`src/include/extended_hamming.svh`:
```
// Macros deriving parity and data widths from an extended Hamming block width
`ifndef EXTENDED_HAMMING_SVH
`define EXTENDED_HAMMING_SVH

// Inner Hamming parity bits plus the extra parity bit
// Width 8 gives 4, width 13 gives 5, width 16 gives 5
`define GET_EXTENDED_HAMMING_PARITY_WIDTH_FROM_BLOCK_WIDTH(width) \
  ($clog2((width)) + 1)

// Everything that is not parity carries data
`define GET_EXTENDED_HAMMING_DATA_WIDTH_FROM_BLOCK_WIDTH(width) \
  ((width) - `GET_EXTENDED_HAMMING_PARITY_WIDTH_FROM_BLOCK_WIDTH(width))

`endif

```
`src/verilog/ecc_mem_pkg.sv`:
```
// Widths, data/block/address/counter types, host op enum, request, response, access, status
package ecc_mem_pkg;

// User data bits per word
localparam int data_width = 8;
// 12-bit Hamming code above the extra parity at bit 0
localparam int block_width = 13;
localparam int addr_width = 4;
localparam int mem_depth = 16;
// Error counters saturate at all ones
localparam int count_width = 8;

typedef logic [data_width-1:0] data_t;
typedef logic [block_width-1:0] block_t;
typedef logic [addr_width-1:0] addr_t;
typedef logic [count_width-1:0] count_t;

// Code 3 is unused
typedef enum logic [1:0] {
  op_read,
  op_write,
  op_write_raw
} host_op_e;

// Raw block only matters for op_write_raw
typedef struct packed {
  host_op_e op;
  addr_t    addr;
  data_t    data;
  block_t   raw_block;
} host_req_t;

// Valid during the response strobe only
typedef struct packed {
  data_t data;
  logic  correctable_error;
  logic  uncorrectable_error;
} host_resp_t;

// One RAM access from either peer
typedef struct packed {
  logic   enable;
  logic   write;
  addr_t  addr;
  block_t block;
} mem_access_t;

typedef struct packed {
  count_t corrected_count;
  count_t uncorrectable_count;
  logic   pass_complete;
} scrub_status_t;

endpackage

```
`src/verilog/extended_hamming_block_encoder.sv`:
```
// Extended Hamming block encoder for one data word
`timescale 1ns/1ps
`include "extended_hamming.svh"

module extended_hamming_block_encoder (
  input  ecc_mem_pkg::data_t  data,
  output ecc_mem_pkg::block_t block
);

import ecc_mem_pkg::*;

localparam int data_count = `GET_EXTENDED_HAMMING_DATA_WIDTH_FROM_BLOCK_WIDTH(block_width);
// Inner code parity only, bit 0 is handled apart
localparam int parity_count =
  `GET_EXTENDED_HAMMING_PARITY_WIDTH_FROM_BLOCK_WIDTH(block_width) - 1;

// Bit n sits at Hamming position n
block_t positioned;

always_comb begin : build_block
  int   data_index;
  logic parity;
  positioned = '0;
  data_index = 0;
  // Data fills the positions that are not powers of two
  // Lowest data bit goes to position 3
  for (int pos = 1; pos < block_width; pos++) begin
    if ((pos & (pos - 1)) != 0 && data_index < data_count) begin
      positioned[pos] = data[data_index];
      data_index++;
    end
  end
  // Parity bit at 2**p covers all positions with bit p set
  for (int p = 0; p < parity_count; p++) begin
    parity = 1'b0;
    for (int pos = 1; pos < block_width; pos++) begin
      if (((pos >> p) & 1) != 0) begin
        parity = parity ^ positioned[pos];
      end
    end
    positioned[1 << p] = parity;
  end
  // Extra parity makes the whole block even
  positioned[0] = ^positioned[block_width-1:1];
end

assign block = positioned;

endmodule

```
`src/verilog/hamming_block_corrector.sv`:
```
// Plain Hamming block syndrome and single-bit correction
`timescale 1ns/1ps
`include "extended_hamming.svh"

module hamming_block_corrector #(
  parameter int block_width = 12
) (
  input  logic [block_width-1:0] block,
  output logic                   error,
  output logic [block_width-1:0] corrected_block
);

// Plain block is an extended block minus its extra parity bit
localparam int syndrome_width =
  `GET_EXTENDED_HAMMING_PARITY_WIDTH_FROM_BLOCK_WIDTH(block_width + 1) - 1;

logic [syndrome_width-1:0] syndrome;

// Bit i sits at Hamming position i+1
// XOR of the positions of all set bits
always_comb begin
  syndrome = '0;
  for (int i = 0; i < block_width; i++) begin
    if (block[i]) begin
      syndrome = syndrome ^ syndrome_width'(i + 1);
    end
  end
end

// Any failing parity check
assign error = (syndrome != '0);

// Flip the bit the syndrome points at
// Syndromes past the last position flip nothing
always_comb begin
  corrected_block = block;
  for (int i = 0; i < block_width; i++) begin
    if (syndrome == syndrome_width'(i + 1)) begin
      corrected_block[i] = ~block[i];
    end
  end
end

endmodule

```
`src/verilog/extended_hamming_block_corrector.sv`:
```
// Extended Hamming corrector with single-bit repair and double-bit detection
`timescale 1ns/1ps

module extended_hamming_block_corrector #(
  parameter int block_width = 13
) (
  input  logic [block_width-1:0] block,
  output logic [block_width-1:0] corrected_block,
  output logic                   correctable_error,
  output logic                   uncorrectable_error
);

logic [block_width-2:0] hamming_block;
logic [block_width-2:0] corrected_hamming_block;
logic                   extra_parity;
logic                   expected_extra_parity;
logic                   extra_parity_error;
logic                   hamming_error;

// Inner Hamming block sits above the extra parity
assign hamming_block = block[block_width-1:1];
assign extra_parity  = block[0];

// Even parity of the inner block as received
assign expected_extra_parity = ^hamming_block;
assign extra_parity_error    = extra_parity ^ expected_extra_parity;

hamming_block_corrector #(
  .block_width     ( block_width - 1         )
) hamming_corrector (
  .block           ( hamming_block           ),
  .error           ( hamming_error           ),
  .corrected_block ( corrected_hamming_block )
);

// Odd overall parity means one flipped bit
assign correctable_error = extra_parity_error;

// Bad syndrome under even overall parity means two flipped bits
assign uncorrectable_error = hamming_error && !extra_parity_error;

// Repairing the inner block inverts its parity
assign corrected_block = {corrected_hamming_block, expected_extra_parity ^ hamming_error};

endmodule

```
`src/verilog/ecc_block_ram.sv`:
```
// 16-entry block array with synchronous write and read from the registered access
`timescale 1ns/1ps

module ecc_block_ram (
  input  logic                     clock,
  input  ecc_mem_pkg::mem_access_t access,
  output ecc_mem_pkg::block_t      read_block
);

import ecc_mem_pkg::*;

// Contents undefined until written
block_t memory [mem_depth];

// Write lands at the end of the forwarded cycle
always_ff @(posedge clock) begin
  if (access.enable && access.write) begin
    memory[access.addr] <= access.block;
  end
end

// Arbiter output register acts as the read address register
// so a peer sees its block one cycle after presenting the read
assign read_block = memory[access.addr];

endmodule

```
`src/verilog/ecc_mem_arbiter.sv`:
```
// Fixed-priority host over scrubber selection with registered RAM access and grant
`timescale 1ns/1ps

module ecc_mem_arbiter (
  input  logic                     clock,
  input  logic                     rst_n,
  input  ecc_mem_pkg::mem_access_t host_access,
  input  ecc_mem_pkg::mem_access_t scrub_access,
  output logic                     scrub_grant,
  output ecc_mem_pkg::mem_access_t ram_access
);

import ecc_mem_pkg::*;

mem_access_t selected_access;

// Host always wins and is never refused
// Idle cycles forward a cleared access
always_comb begin
  if (host_access.enable) begin
    selected_access = host_access;
  end else if (scrub_access.enable) begin
    selected_access = scrub_access;
  end else begin
    selected_access = '0;
  end
end

// Grant lines up with the forwarded access
// High means ram_access this cycle belongs to the scrubber
always_ff @(posedge clock) begin
  if (!rst_n) begin
    ram_access  <= '0;
    scrub_grant <= 1'b0;
  end else begin
    ram_access  <= selected_access;
    scrub_grant <= !host_access.enable && scrub_access.enable;
  end
end

endmodule

```
`src/verilog/ecc_host_port.sv`:
```
// Host request to RAM access conversion with write encoding and corrected read response
`timescale 1ns/1ps

module ecc_host_port (
  input  logic                     clock,
  input  logic                     rst_n,
  input  logic                     host_req_strobe,
  input  ecc_mem_pkg::host_req_t   host_req,
  output logic                     host_ready,
  output logic                     host_resp_strobe,
  output ecc_mem_pkg::host_resp_t  host_resp,
  output ecc_mem_pkg::mem_access_t host_access,
  input  ecc_mem_pkg::block_t      read_block
);

import ecc_mem_pkg::*;

block_t encoded_block;
block_t corrected_block;
logic   correctable_error;
logic   uncorrectable_error;
// Read forwarded to the RAM this cycle
logic   read_in_flight;

extended_hamming_block_encoder encoder (
  .data  ( host_req.data ),
  .block ( encoded_block )
);

extended_hamming_block_corrector #(
  .block_width         ( block_width         )
) corrector (
  .block               ( read_block          ),
  .corrected_block     ( corrected_block     ),
  .correctable_error   ( correctable_error   ),
  .uncorrectable_error ( uncorrectable_error )
);

// Raw writes bypass the encoder for fault injection
// Unused op code behaves as a read
always_comb begin
  host_access.enable = host_req_strobe;
  host_access.write  = (host_req.op == op_write) || (host_req.op == op_write_raw);
  host_access.addr   = host_req.addr;
  host_access.block  = (host_req.op == op_write_raw) ? host_req.raw_block : encoded_block;
end

// Strobe cycle 0, RAM read cycle 1, response cycle 2
always_ff @(posedge clock) begin
  if (!rst_n) begin
    read_in_flight   <= 1'b0;
    host_resp_strobe <= 1'b0;
  end else begin
    read_in_flight   <= host_req_strobe && !host_access.write;
    host_resp_strobe <= read_in_flight;
  end
end

// Data sits at positions 3, 5 to 7 and 9 to 12
always_ff @(posedge clock) begin
  if (read_in_flight) begin
    host_resp.data                <= {corrected_block[12:9], corrected_block[7:5],
                                      corrected_block[3]};
    host_resp.correctable_error   <= correctable_error;
    host_resp.uncorrectable_error <= uncorrectable_error;
  end
end

// Busy only while the single outstanding read is at the RAM
assign host_ready = !read_in_flight;

endmodule

```
`src/verilog/ecc_scrubber.sv`:
```
// Background scrub FSM with write-back of corrected blocks and saturating error counters
`timescale 1ns/1ps

module ecc_scrubber (
  input  logic                       clock,
  input  logic                       rst_n,
  input  logic                       scrub_enable,
  output ecc_mem_pkg::mem_access_t   scrub_access,
  input  logic                       scrub_grant,
  input  ecc_mem_pkg::mem_access_t   ram_access,
  input  ecc_mem_pkg::block_t        read_block,
  output ecc_mem_pkg::scrub_status_t scrub_status
);

import ecc_mem_pkg::*;

typedef enum logic [2:0] {
  s_idle,
  s_read,
  s_check,
  s_write_back,
  s_next,
  s_done
} scrub_state_e;

scrub_state_e state;
addr_t        scrub_addr;
block_t       repaired_block;
block_t       corrected_block;
logic         correctable_error;
logic         uncorrectable_error;
logic         block_correctable;
logic         block_uncorrectable;
logic         hazard_seen;
logic         host_write_hit;

extended_hamming_block_corrector #(
  .block_width         ( block_width         )
) corrector (
  .block               ( read_block          ),
  .corrected_block     ( corrected_block     ),
  .correctable_error   ( correctable_error   ),
  .uncorrectable_error ( uncorrectable_error )
);

// Forwarded host write to the block under repair
// Without grant the forwarded access is never ours
assign host_write_hit = ram_access.enable && ram_access.write &&
                        (ram_access.addr == scrub_addr) && !scrub_grant;

// Request held until the grant shows it was taken
// Write-back withdrawn once the host has overwritten the block
always_comb begin
  scrub_access.write = (state == s_write_back);
  scrub_access.addr  = scrub_addr;
  scrub_access.block = repaired_block;
  case (state)
    s_read:       scrub_access.enable = !scrub_grant;
    s_write_back: scrub_access.enable = !scrub_grant && !hazard_seen && !host_write_hit;
    default:      scrub_access.enable = 1'b0;
  endcase
end

always_ff @(posedge clock) begin
  if (!rst_n) begin
    state               <= s_idle;
    scrub_addr          <= '0;
    block_correctable   <= 1'b0;
    block_uncorrectable <= 1'b0;
    hazard_seen         <= 1'b0;
    scrub_status        <= '0;
  end else begin
    case (state)
      // New pass restarts counts at address 0
      s_idle: begin
        if (scrub_enable) begin
          state        <= s_read;
          scrub_addr   <= '0;
          scrub_status <= '0;
        end
      end
      // Block is on read_block in the grant cycle
      s_read: begin
        if (scrub_grant) begin
          state               <= s_check;
          block_correctable   <= correctable_error;
          block_uncorrectable <= uncorrectable_error;
          hazard_seen         <= 1'b0;
        end
      end
      // Count the error even if the write-back is dropped later
      s_check: begin
        if (block_correctable && scrub_status.corrected_count != '1) begin
          scrub_status.corrected_count <= scrub_status.corrected_count + 1'b1;
        end
        if (block_uncorrectable && scrub_status.uncorrectable_count != '1) begin
          scrub_status.uncorrectable_count <= scrub_status.uncorrectable_count + 1'b1;
        end
        hazard_seen <= host_write_hit;
        state       <= block_correctable ? s_write_back : s_next;
      end
      s_write_back: begin
        if (scrub_grant || hazard_seen || host_write_hit) begin
          state <= s_next;
        end
      end
      // Stop between addresses when disabled
      s_next: begin
        if (!scrub_enable) begin
          state <= s_idle;
        end else if (scrub_addr == addr_t'(mem_depth - 1)) begin
          state                      <= s_done;
          scrub_status.pass_complete <= 1'b1;
        end else begin
          scrub_addr <= scrub_addr + 1'b1;
          state      <= s_read;
        end
      end
      // Pass-complete holds until enable falls
      s_done: begin
        if (!scrub_enable) begin
          state                      <= s_idle;
          scrub_status.pass_complete <= 1'b0;
        end
      end
      default: state <= s_idle;
    endcase
  end
end

// Repaired block captured with the flags
always_ff @(posedge clock) begin
  if (state == s_read && scrub_grant) begin
    repaired_block <= corrected_block;
  end
end

endmodule

```
`src/verilog/ecc_memory_top.sv`:
```
// SECDED memory top with host port, scrubber, arbiter and block RAM
`timescale 1ns/1ps

module ecc_memory_top (
  input  logic                       clock,
  input  logic                       rst_n,
  input  logic                       host_req_strobe,
  input  ecc_mem_pkg::host_req_t     host_req,
  output logic                       host_ready,
  output logic                       host_resp_strobe,
  output ecc_mem_pkg::host_resp_t    host_resp,
  input  logic                       scrub_enable,
  output ecc_mem_pkg::scrub_status_t scrub_status
);

import ecc_mem_pkg::*;

mem_access_t host_access;
mem_access_t scrub_access;
// Registered access seen by the RAM and the scrubber
mem_access_t ram_access;
logic        scrub_grant;
// Shared by both correctors
block_t      read_block;

ecc_host_port host_port (
  .clock            ( clock            ),
  .rst_n            ( rst_n            ),
  .host_req_strobe  ( host_req_strobe  ),
  .host_req         ( host_req         ),
  .host_ready       ( host_ready       ),
  .host_resp_strobe ( host_resp_strobe ),
  .host_resp        ( host_resp        ),
  .host_access      ( host_access      ),
  .read_block       ( read_block       )
);

ecc_scrubber scrubber (
  .clock        ( clock        ),
  .rst_n        ( rst_n        ),
  .scrub_enable ( scrub_enable ),
  .scrub_access ( scrub_access ),
  .scrub_grant  ( scrub_grant  ),
  .ram_access   ( ram_access   ),
  .read_block   ( read_block   ),
  .scrub_status ( scrub_status )
);

ecc_mem_arbiter arbiter (
  .clock        ( clock        ),
  .rst_n        ( rst_n        ),
  .host_access  ( host_access  ),
  .scrub_access ( scrub_access ),
  .scrub_grant  ( scrub_grant  ),
  .ram_access   ( ram_access   )
);

ecc_block_ram block_ram (
  .clock      ( clock      ),
  .access     ( ram_access ),
  .read_block ( read_block )
);

endmodule

```
`config.mk`:
```
export PLATFORM = sky130hd
export DESIGN_NAME = ecc_memory_top
export DESIGN_NICKNAME = d
export VERILOG_FILES = /design/src/verilog/ecc_mem_pkg.sv /design/src/verilog/extended_hamming_block_encoder.sv /design/src/verilog/hamming_block_corrector.sv /design/src/verilog/extended_hamming_block_corrector.sv /design/src/verilog/ecc_block_ram.sv /design/src/verilog/ecc_mem_arbiter.sv /design/src/verilog/ecc_host_port.sv /design/src/verilog/ecc_scrubber.sv /design/src/verilog/ecc_memory_top.sv
export VERILOG_INCLUDE_DIRS = /design/src /design/src/include
export SDC_FILE = /design/constraint.sdc
export NUM_CORES = 1
export LEC_CHECK = 0
export BUFFER_PORTS_ARGS = -buffer_cell sky130_fd_sc_hd__buf_2
export CAP_MARGIN = 30
export CORE_AREA = 2 2 170 131
export DETAILED_ROUTE_END_ITERATION = 8
export DIE_AREA = 0 0 172 133
export GPL_ROUTABILITY_DRIVEN = 0
export PLACE_DENSITY = 0.72
export SYNTH_ARGS = -nofsm -noshare
export SYNTH_HDL_FRONTEND = slang
export SYNTH_SLANG_ARGS = --single-unit
```
`constraint.sdc`:
```
create_clock -name clock -period 8.35 [get_ports clock]
set_input_delay 0.4175 -clock clock [delete_from_list [all_inputs] [get_ports clock]]
set_output_delay 0.4175 -clock clock [all_outputs]
set_load 0.05 [all_outputs]
```
# [After elaboration in Yosys (flattened, before gate mapping)]
# Memories as Yosys holds them, arrays and structs flattened. A register that Yosys moved wholly into a read port is not among the register bits.
# Cells that the tools add are included.
[op_classes] add_sub_neg=3 n_eq_ne=32 muxes=53 bitwise_logic=39 n_reduce_logical=36
[op_table] operator="$mux W19" n=2
[op_table] operator="$mux W4" n=9
[op_table] operator="$mux W3" n=11
[op_table] operator="$pmux W16 S2" n=1
[op_table] operator="$eq A4 B4 Y1 const B" n=6
[op_table] operator="$reduce_xor A12 Y1" n=2
[op_table] operator="$mux W1" n=19
[op_table] operator="$pmux W3 S6" n=1
[op_table] operator="$mux W17" n=1
[op_table] operator="$add A8 B1 Y8 const B" n=2
[op_table] operator="$eq A4 B3 Y1 const B" n=4
[op_table] operator="$mux W8" n=2
[op_table] operator="$ne A8 B8 Y1 const B" n=2
[op_table] operator="$xor A1 B1 Y1" n=16
[op_table] operator="$mux W13" n=1
[op_table] operator="$not A1 Y1" n=12
[op_table] operator="$not A2 Y2" n=6
[op_table] operator="$logic_and A1 B1 Y1" n=11
[op_table] operator="$ne A2 B2 Y1 const B" n=5
[op_table] operator="$eq A4 B2 Y1 const B" n=2
[op_table] operator="$ne A2 B1 Y1 const B" n=4
[op_table] operator="$pmux W4 S2" n=1
[op_table] operator="$reduce_and A4 Y1" n=2
[op_table] operator="$logic_not A1 Y1" n=7
[op_table] operator="other kinds (21)" n=34
[totals] reg_bits=72 mem_bits_rw=208 input_bits=31 output_inout_bits=29 elab_cells=183 memories=1
[mem_list] memory="block_ram.memory" words=16 width=13 rd=1 rd_clocked_by_memory_dff=1 wr=1 line="ecc_block_ram.sv:13" text="block_t memory [mem_depth];"

# [Logic depth before layout (Yosys ltp)]
[depth] ltp_word=22 mapped_depth=11 ltp_nobuf=8

# [Cells and area by module]
# Synthesis repeated with hierarchy kept, for this count alone.
[hier_totals] hier_cells=785 area_unflattened_um2=12777.3
[modules_own_cells] mod="ecc_block_ram" instances=1 cells_per_inst=345 area_each_um2=8036.5 seq_area_each_um2=6246.0
[modules_own_cells] mod="ecc_scrubber" instances=1 cells_per_inst=182 area_each_um2=1849.3 seq_area_each_um2=930.9
[modules_own_cells] mod="hamming_block_corrector" instances=2 cells_per_inst=42 area_each_um2=471.7 seq_area_each_um2=0.0
[modules_own_cells] mod="ecc_mem_arbiter" instances=1 cells_per_inst=87 area_each_um2=750.7 seq_area_each_um2=400.4
[modules_own_cells] mod="ecc_host_port" instances=1 cells_per_inst=37 area_each_um2=609.3 seq_area_each_um2=340.3
[modules_own_cells] mod="extended_hamming_block_corrector" instances=2 cells_per_inst=15 area_each_um2=187.7 seq_area_each_um2=0.0
[modules_own_cells] mod="extended_hamming_block_encoder" instances=1 cells_per_inst=20 area_each_um2=212.7 seq_area_each_um2=0.0

# [Least setup slack after synthesis]
# Ideal clock, no wire load.
[synth_path] path_kind="reg-to-reg" startpoint="reg arbiter.ram_access[13] (netlist name)" endpoint="reg host_port.host_resp[9] (netlist name)" setup_time_ns=0.266 arrival_ns=2.718 required_time_ns=8.084 setup_slack_ns=5.366 stages_incl_launch_ff=11 n_path_buf=2 period_less_slack_ns=2.984 path_cell_list="dfxtp_1 buf_6 buf_6 mux4_2 a22oi_1 nand2_2 xnor2_1 xor3_2 nand2_1 nor2_1 mux2_1"

==> impl_results.md <==
- Run status: completed
- Worst supply voltage drop on vdd: roughly 0.17 mV
- Post-synthesis instance area: between 0.01 and 0.015 mm²
- Maximum number of buffers from clock root to sink: 3
- Largest fanout on the critical path: 35
- Transition time of the tightest slew-check pin: 0.983 ns
- Final TNS setup: 0 ns
- Register clock-pin slew on the reported worst setup and hold paths: 0.06 ns
- FF/Latch Area: between 0.007 and 0.008 mm²
- Synthesized Nets: a little over 700
- Async set-reset flop share out of synthesis: 0
- Cts-stage hold buffer count: 0
- Global-route wire length before repair: between 30 and 40 mm
- Fraction of final layout cells sized beyond drive strength 1: 0.268
- Initial antenna violation count: 0
- Synthesized flop and latch total: 280
- Placed cell areas: approximately 0.012 mm²
- Number of clock sinks seen by CTS: between 200 and 300
- Data required time at the worst endpoint: ~8.6 ns
- Final max-slew violation count: 0
- Clock tree from TritonCTS: yes
- # fillers: ~1600
- Number of hold-slack violations in the final timing report: 0
- Cell leakage power: approximately 4.4 nW
- Placement Rows: 47
- Crit path launch type: flop
- Final global-route overflow total: 0
- Core Box Area: ~0.021 mm²
- Seq/Total Area, Yosys: 0.691
- Area growth syn-to-layout: 13.6%
- Biggest area contributors in the synthesized netlist: sky130_fd_sc_hd__edfxtp_1 (60%), sky130_fd_sc_hd__mux4_2 (10%), sky130_fd_sc_hd__dfxtp_1 (8.6%)
- Unique cell type count in the Yosys netlist: between 60 and 70
- Summed area of non-filler cells in the final layout: about 0.013 mm²
- Buffer cell driving the clock tree root: sky130_fd_sc_hd__clkbuf_16
- Die span in y: 133 µm
- Normalized max-slew margin: 0.344
- Worst setup path category: flop to flop
- Antenna cell count: 0
- Largest net degree at the start of global routing: 58
- Insertion delay of the later-clocked pin in the worst-skew pair: between 0.5 and 0.6 ns
- Type of the most critical hold path: input pin to flop
- Leading cell type in the layout, fill and taps excluded: sky130_fd_sc_hd__edfxtp_1
- Number of enable flip-flop cells after synthesis: roughly 230
- Post-route insts no fill: 1066
- Setup repair bufs after CTS: 0
- Cell type with the highest aggregate area in the netlist: sky130_fd_sc_hd__edfxtp_1
- Count of antenna-violating nets left after detailed routing: 0
- Worst path setup slack after routing: ~4.2 ns
- Number of global-route vias before repair: 6182
- Number of maximum-capacitance violations: 0
- Full die area: approximately 0.023 mm²
- # setup viols final: 0
- Most common flop cell mapped by yosys: sky130_fd_sc_hd__edfxtp_1
- Initial standard-cell utilization of the core: 0.536
- WP data arrival: 4.37 ns
- Placed cells: 1019
- Crit. End Element: flop
- Quantity of gates resized following cts: 0
- Highest-count cells in the layout ignoring fill and taps: sky130_fd_sc_hd__edfxtp_1 (231), sky130_fd_sc_hd__buf_2 (59), sky130_fd_sc_hd__mux4_2 (53), sky130_fd_sc_hd__dfxtp_1 (47), sky130_fd_sc_hd__nor2_1 (42)
- Detailed-route DRC error count: 0
- Hold Slack: around 0.16 ns
- Die width: around 170 µm
- Routed vias: 6205
- Final Routed Wirelength: between 20 and 25 mm
- Number of buffers inserted by port buffering: just under 60
- Number of levels the H-tree was split into: 1
- Pwr per Cell Area: 232 mW/mm²
- Net count of the finished layout: 788
- Mapped Cells: 674
- Number of detailed-routing iterations run before antenna repair: 5
- Io pins: 60
- Inserted Clock Buffers: 26
- Final worst path period need: around 4.1 ns
- Mean instance size in the synthesized netlist: 17.0 µm²
- Clock Skews: 0.0109 ns
- Count of yosys warnings during synthesis: 0
- Worst setup slack before clock tree synthesis: roughly 4.3 ns
- Area taken by multi-input logic gates: 0.00341 mm²
- Unrepaired setup endpoints after global routing: no
- Average routed wire per standard cell: approximately 22 µm
- Fraction of synthesized cell area taken by the top area cell type: 0.605
- Achievable clock frequency: about 240 MHz
- Number of vias per cell after detailed routing: around 5.8
- Final critical-path share of the clock period: 0.492
- First DRT Iteration DRCs: 695
- Total routing usage reported by global routing: 0.211
- Post-detail-place hpwl: 15.5 mm
==> area by class of cell <==
cell class | instances | share of cell area
clock buffer | 33 | 0.0544
clock inverter | 14 | 0.00846
inverter | 7 | 0.00202
multi-input combinational | 359 | 0.262
sequential | 280 | 0.608
tap | 294 | 0.0283
timing repair buffer | 79 | 0.0368
==> per-layer routing <==
layer | part of all wire | GRT usage | up-vias
met1 | 0.43 | 0.314 | 3164
met2 | 0.48 | 0.338 | 215
met5 | 0 | 0 | -
met3 | 0.067 | 0.0293 | 33
li1 | - | - | 2793
met4 | 0.019 | 0.0425 | 0
==> Yosys cell counts (6+ instances only) <==
library cell                 n
sky130_fd_sc_hd__clkbuf_1   12
sky130_fd_sc_hd__a22oi_1    20
sky130_fd_sc_hd__nand4_1     7
sky130_fd_sc_hd__xor2_1     19
sky130_fd_sc_hd__nand3_1    12
sky130_fd_sc_hd__nand2_1    39
sky130_fd_sc_hd__o21ai_0    18
sky130_fd_sc_hd__buf_2       9
sky130_fd_sc_hd__nor3_1      7
sky130_fd_sc_hd__a21oi_1    13
sky130_fd_sc_hd__mux2i_1    13
sky130_fd_sc_hd__xnor2_1    34
sky130_fd_sc_hd__dfxtp_1    49
sky130_fd_sc_hd__nor2_1     50
sky130_fd_sc_hd__edfxtp_1  231
sky130_fd_sc_hd__mux4_2     53
sky130_fd_sc_hd__inv_1       6
==> stage by stage <==
step | util | power [mW]
4_1_cts | 0.608 | 3.03
2_1_floorplan | - | 1.83
3_5_place_dp | 0.570 | 1.91
5_1_grt | 0.608 | 3.11
6_report | 0.608 | 3.02
3_3_place_gp | 0.567 | 1.90
==> critical path, stage by stage, from the launching register on <==
cell and delay [ns]:
sky130_fd_sc_hd__dfxtp_4 0.64, sky130_fd_sc_hd__buf_4 0.63, sky130_fd_sc_hd__mux4_2 0.58, sky130_fd_sc_hd__a22oi_1 0.30
sky130_fd_sc_hd__nand2_1 0.15, sky130_fd_sc_hd__xor2_1 0.35, sky130_fd_sc_hd__xnor3_2 0.60, sky130_fd_sc_hd__nand2_1 0.17
sky130_fd_sc_hd__nor2_1 0.06, sky130_fd_sc_hd__mux2_1 0.33
==> worst paths after layout <==
path                                                  from                endpoint  slack [ns]  cells past startpoint
worst max-delay path                arbiter.ram_access[13]  host_port.host_resp[9]        4.24                      9
worst min-delay path                          host_req[24]  arbiter.ram_access[16]        0.16                      2
worst max register to register      arbiter.ram_access[13]  host_port.host_resp[9]        4.24                      9
worst min register to register  scrubber.repaired_block[7]   arbiter.ram_access[7]        0.45                      2
==> cells by family (layout without fill, tap and decap cells) <==
| family | after synthesis | count (layout) | share of synthesized area |
|---|---|---|---|
| AO/OA/AOI/OAI | 77 | 77 | 0.0476 |
| XOR/XNOR | 65 | 65 | 0.0631 |
| adder cells (fa/ha/maj) | 4 | 4 | 0.00437 |
| buffers and inverters | 35 | 133 | 0.0164 |
| flip-flops | 280 | 280 | 0.691 |
| multiplexers | 67 | 67 | 0.116 |
| AND/OR/NAND/NOR | 146 | 146 | 0.0617 |
==> where the power goes <==
group | internal (mW) | switching, mW
Clock | 0.657 | 0.479
Combinational | 0.127 | 0.186
Sequential | 1.54 | 0.0277
==> state kept, by name, indices dropped and copies added (netlist names) <==
name,cells
block_ram.memory,208
host_port.read_in_flight,1
scrubber.block_uncorrectable,1
host_port.host_resp_strobe,1
scrubber.repaired_block,13
host_port.host_resp,10
scrubber.block_correctable,1
scrubber.hazard_seen,1
scrubber.state,3
arbiter.scrub_grant,1
scrubber.scrub_status,17
arbiter.ram_access,19
scrubber.scrub_addr,4
Power figures use the tool's default switching activity.
